File: src/icache_pkg.sv
// instruction cache shared definitions
// geometry, vector types and the port structs of the fetch side
// and the reduced AXI read channel

package icache_pkg;

  // ========================================
  // geometry
  // ========================================
  localparam int ADDR_W      = 32;
  localparam int BLOCK_WORDS = 4;
  localparam int SETS        = 64;
  localparam int OFS_W       = 4;
  localparam int INDEX_W     = 6;
  localparam int TAG_W       = ADDR_W - INDEX_W - OFS_W;

  // ========================================
  // vector types
  // ========================================
  typedef logic [ADDR_W-1:0] addr_t;
  typedef logic [31:0] instr_t;
  typedef logic [TAG_W-1:0] tag_t;
  typedef logic [INDEX_W-1:0] index_t;
  // word 0 sits in the low bits
  typedef logic [BLOCK_WORDS-1:0][31:0] line_t;

  // ========================================
  // port structs
  // ========================================
  typedef struct packed {
    logic  valid;
    addr_t addr;
  } fetch_req_t;

  typedef struct packed {
    logic   valid;
    addr_t  addr;
    instr_t instr;
  } fetch_rsp_t;

  // line-aligned read request, burst of BLOCK_WORDS beats
  typedef struct packed {
    logic  valid;
    addr_t addr;
  } axi_ar_t;

  typedef struct packed {
    logic   valid;
    instr_t data;
    logic   last;
  } axi_r_t;

endpackage

File: src/icache_refill.sv
// instruction cache miss handler
// issues one line read on the AXI read channel, gathers the beats
// and hands the full line to the lookup stage on the last beat

`timescale 1ns/10ps

module icache_refill (
  input  logic                clk,
  input  logic                rst_n,
  input  logic                miss_i,
  input  icache_pkg::addr_t   miss_addr_i,
  output icache_pkg::axi_ar_t ar_o,
  input  logic                ar_ready_i,
  input  icache_pkg::axi_r_t  r_i,
  output logic                r_ready_o,
  output logic                fill_o,
  output icache_pkg::line_t   fill_line_o
);

  localparam int WORDS = icache_pkg::BLOCK_WORDS;
  localparam int CNT_W = $clog2(WORDS);

  typedef enum logic [1:0] {
    IDLE,
    REQ,
    REFILL
  } state_e;

  state_e     state_q;
  logic [CNT_W-1:0] beat_q;
  // last beat goes straight to the line, so only WORDS-1 are kept
  logic [WORDS-2:0][31:0] buf_q;
  logic       beat_ok;

  assign beat_ok = (state_q == REFILL) && r_i.valid;

  always_ff @(posedge clk or negedge rst_n) begin
    if (!rst_n) begin
      state_q <= IDLE;
    end else begin
      case (state_q)
        IDLE:    if (miss_i) state_q <= REQ;
        REQ:     if (ar_ready_i) state_q <= REFILL;
        REFILL:  if (beat_ok && r_i.last) state_q <= IDLE;
        default: state_q <= IDLE;
      endcase
    end
  end

  // beat counter, restarts for every burst
  always_ff @(posedge clk or negedge rst_n) begin
    if (!rst_n) begin
      beat_q <= '0;
    end else if (state_q != REFILL) begin
      beat_q <= '0;
    end else if (beat_ok) begin
      beat_q <= beat_q + 1'b1;
    end
  end

  always_ff @(posedge clk) begin
    if (beat_ok && !r_i.last) begin
      buf_q[beat_q] <= r_i.data;
    end
  end

  // miss address is held by stage 1 for the whole miss
  assign ar_o.valid = (state_q == REQ);
  assign ar_o.addr  = miss_addr_i;
  assign r_ready_o  = (state_q == REFILL);

  assign fill_o      = beat_ok && r_i.last;
  assign fill_line_o = {r_i.data, buf_q};

endmodule

File: config.mk
export PLATFORM = sky130hd
export DESIGN_NAME = icache_refill
export DESIGN_NICKNAME = d
export VERILOG_FILES = /design/src/icache_pkg.sv /design/src/icache_refill.sv
export SDC_FILE = /design/constraint.sdc
export NUM_CORES = 1
export LEC_CHECK = 0
export BUFFER_PORTS_ARGS = -buffer_cell sky130_fd_sc_hd__buf_2
export CORE_MARGIN = 1.5
export CORE_UTILIZATION = 35
export DETAILED_ROUTE_END_ITERATION = 7
export GPL_TIMING_DRIVEN = 0
export PLACE_DENSITY = 0.69
export SYNTH_ARGS = -nofsm -noshare
export SYNTH_HDL_FRONTEND = slang
export SYNTH_SLANG_ARGS = --single-unit
File: constraint.sdc
create_clock -name clk -period 4.4 [get_ports clk]
set_input_delay 0.44 -clock clk [delete_from_list [all_inputs] [get_ports clk]]
set_output_delay 0.44 -clock clk [all_outputs]
set_load 0.1 [all_outputs]
* Word level (Yosys, flattened, before mapping)
Cells that the tools add are included.
** Word-level totals
- Latch bits :: 0
- Memories :: 0
- Bits in writable memories :: 0
- ROM bits :: 0
- Output and inout port bits :: 163
- Input bits :: 70
- Word-level logic and storage cells :: 31
- Register bits :: 100
** Operators by class
- Magnitude comparators :: 2
- Mux-type cells :: 9
- $add $sub $neg :: 1
- Bitwise logic cells :: 0
- Reductions and logical operators :: 8
- Equality and inequality tests :: 6
- $mul :: 0
- Shifts and indexed selects :: 0
- Divide/modulo/power cells :: 0
** Operators by type and width (number)
- bitwise mux 96 bit :: 1
- demux 32 bit (select 2 bit) :: 1
- two-way mux 32 bit :: 1
- two-way mux 2 bit :: 5
- case mux 2 bit (3 select lines) :: 1
- logical AND 1 bit :: 4
- != test 2 x 1 -> 1 bit (second input constant) :: 2
- != test 2 bit (second input constant) :: 2
- < comparator 2 x 3 -> 1 bit (second input constant) :: 1
- AND reduction 3 bit :: 1
- adder 2 x 1 -> 2 bit (second input constant) :: 1
- == test 2 x 1 -> 1 bit (second input constant) :: 1
- == test 2 bit (second input constant) :: 1
- greater-or-equal comparator 2 x 1 -> 1 bit (second input constant) :: 1
- logical NOT 2 bit :: 1
- nonzero test 2 bit :: 1
- logical NOT 1 bit :: 1

* Depth between registers and ports, before layout
- Depth in word-level cells :: 5
- Depth in mapped cells :: 4
- Depth with buffers taken out :: 4

* Worst setup path before layout
No wires, ideal clock.
- Path kind :: flip-flop to output port
- Start :: reg state_q[1]
- End :: out ar_o[32] (netlist bit)
- Cell stages (with the launch flop) :: 2
- Slack :: 2191 ps
- Path buffers :: 0
- Arrival :: 1769 ps
- Path through :: dfrtp_1 nor2b_1
** RTL lines
- start, declared :: line icache_refill.sv:29 : state_e state_q;
- start signal, assigned :: line icache_refill.sv:39 : state_q <= IDLE;
- start signal, assigned :: line icache_refill.sv:42 : IDLE: if (miss_i) state_q <= REQ;
- start signal, assigned :: line icache_refill.sv:43 : REQ: if (ar_ready_i) state_q <= REFILL;
- end, declared :: line icache_refill.sv:12 : output icache_pkg::axi_ar_t ar_o,

* Final worst setup path
- Start :: reg state_q[0]
- End :: out fill_o
** Between the ends
- Cells in the longest elaborated chain, start to end :: 3
** Ends and longest elaborated chain
- == test 2 bit :: line icache_refill.sv:35 : assign beat_ok = (state_q == REFILL) && r_i.valid;
- logical AND 1 bit :: line icache_refill.sv:35
- logical AND 1 bit :: line icache_refill.sv:72 : assign fill_o = beat_ok && r_i.last;
- end, declared :: line icache_refill.sv:16 : output logic fill_o,
No other way between the ends.

==> flow_metrics.tcl <==
set metrics [dict create \
    status "completed" \
    synth_top_area_share_pct 79.53 \
    wire_per_inst_um 13.61 \
    path_class "reg -> out" \
    synth_area_per_cell_um2 19.49 \
    htreeDepth 3 \
    routed_wl_mm 7.294 \
    final.period_utilization_pct 43.80 \
    maxSlewHeadroom_pct 42.98 \
    tightest_slew_ps 855.3 \
    fp.dieArea_um2 10980 \
    ys_seq_area_share_pct 82.29 \
    clockBufferDepth 2 \
    clk_pin_slew_ps 100 \
    tritoncts "done" \
    yosys.area.top_type "edfxtp_1" \
    yosysUniqueCellTypes 18 \
    rsz0062_at_grt "no" \
    critPathLaunchType "register" \
    fin_total_pwr_mw 2.407 \
    num_antenna_cells 0 \
    num-nets-final 471 \
    die_w_um 104.8 \
    via_count 2205 \
    yosysMostFrequentCell "edfxtp_1" \
    async_flop_share_pct 4.000 \
    synth_common_cells "edfxtp_1 (96), buf_4 (64), dfrtp_1 (4)" \
    cts.sinks 100 \
    drtAntennaViolNets 0 \
    path_max_fanout 6 \
    cp_data_arrival_time_ps 1490 \
    place.gp.congestion 0.7424 \
    cp.required_ps 3960 \
    core_um2 9910 \
    drive_above_1_share_pct 70.72 \
    io_pins 233 \
    leakagePower_nw 2.218 \
    fmax_mhz 518.9 \
    end_kind "primary output" \
    max_cap_violations 0 \
    firstDrtPassIters 4 \
    grt_pass1_wl_mm 10.66 \
    die_y_um 104.8 \
    via_per_inst 4.114 \
    hold_violations 0 \
    cts_root_buffer "clkbuf_8" \
    synth-seq-cells 100 \
    cts_made_buffers 9 \
    irDropWorstVdd_uv 278.8 \
    portBuffers 200 \
    syn_nets 259 \
    synth_ff_type "edfxtp_1" \
    ys.warnings.count 0 \
    placementRows 36 \
    ys_top_cells_by_area "edfxtp_1 (80%), buf_4 (13%), dfrtp_1 (2.8%), ha_1 (1.0%), and2_1 (0.52%)" \
    fin_crit_ps 1927 \
    start_util_pct 36.58 \
    powerDensity_nw_per_um2 477.1 \
    syn_to_final_growth_pct 39.21 \
    grt_use_total_pct 12.90 \
    antenna_found_initial 0 \
    clk_latency_ps 350 \
    synthCells 186 \
    dp_hpwl_mm 5.257 \
    grt_start_max_net_pins 33 \
    dr.first_iter.drc_count 54 \
    drc 0 \
    setup_viol 0 \
    post_cts_buffers 0 \
    fin_setup_tns_ps 0 \
    min_path_type "in -> reg" \
    overflow 0 \
    grt_pass1_vias 2047 \
    slew_viol_final 0 \
    finClkSkew_ps 11.36 \
    syn_area_um2 3625 \
    synth-edff-count 96 \
]
==> worst max-delay path, stage by stage, from the launching register on <==
cell and delay (ps):
dfrtp_1 430, and4b_2 280, buf_2 420
==> layout by cell type, fill, tap and decap left out, types with 2 or more instances in the layout <==
master	synthesis	layout
and2_2	0	3
buf_2	0	200
buf_4	64	64
bufinv_16	0	2
clkbuf_8	0	9
dfrtp_1	4	4
edfxtp_1	96	96
ha_1	3	3
inv_1	2	2
inv_8	0	2
nand2b_1	2	2
nor2_1	2	2
==> logic make-up after synthesis <==
kind of cell / count (synthesis) / synth area share (%)
AOI/OAI and AO/OA: 2 / 0.3796
DFF: 100 / 82.29
buffers and inverters: 67 / 13.57
adders and majority gates: 3 / 1.036
muxes: 1 / 0.2762
xor gates and xnor gates: 1 / 0.2417
and+or+nand+nor: 12 / 2.209
==> sequential cells by signal, summed over array words and instances, names as in the netlist <==
register     cells
state_q          2
fill_line_o     96
beat_q           2
==> stage by stage <==
step                hold slack [ps]  utilization (%)  area, um^2  setup slack, ps  cells
finish                        299.3            50.92        5046             2473    536
detailed placement            255.1            48.40        4796             2377    519
global route                  260.1            50.92        5046             2391    536
global placement              250.9            48.36        4792             1791    519
floorplan                     144.4                -        3625             2191    186
CTS                           270.8            50.92        5046             2435    536
==> cell type report <==
cell class | count | area [um^2]
well taps | 133 | 166.4
plain buffers | 64 | 480.5
repair buffers | 201 | 1011
flip-flops and latches | 100 | 2983
clock inverters | 7 | 116.4
multi-input cells | 19 | 153.9
inverters | 3 | 11.26
clock buffers | 9 | 123.9
fillers | 870 | 4863
==> what timing repair did <==
item,CTS,global route
gates resized for setup,0,0
endpoints found under the hold margin,4,0
hold buffers,1,0
==> routing by layer <==
metal	routed length, um	up-vias	GRT usage, %
met5	0	-	0
li1	-	1028	-
met1	2630	1030	13.39
met2	3988	143	24.37
met4	44	0	4.305
met3	631	4	3.993
==> power breakdown <==
| group | internal, mW | switching, mW | leakage (nW) |
|---|---|---|---|
| Clock | 0.336 | 0.322 | 0.121 |
| Combinational | 0.111 | 0.536 | 1.18 |
| Sequential | 1.08 | 0.0190 | 0.917 |
| Total | 1.53 | 0.877 | 2.22 |
==> worst paths after layout <==
path                       startpoint               to  slack, ps  depth (start not counted)
max                        state_q[0]           fill_o       2470                          2
min                           r_i[32]  fill_line_o[63]        300                          1
max reg2reg                state_q[0]  fill_line_o[48]       2540                          2
min reg2reg                state_q[1]       state_q[0]        510                          1
max in group asynchronous       rst_n        beat_q[0]       3870                          2
min in group asynchronous       rst_n       state_q[1]        420                          2
Note: power is estimated with default switching activity, not from simulation.
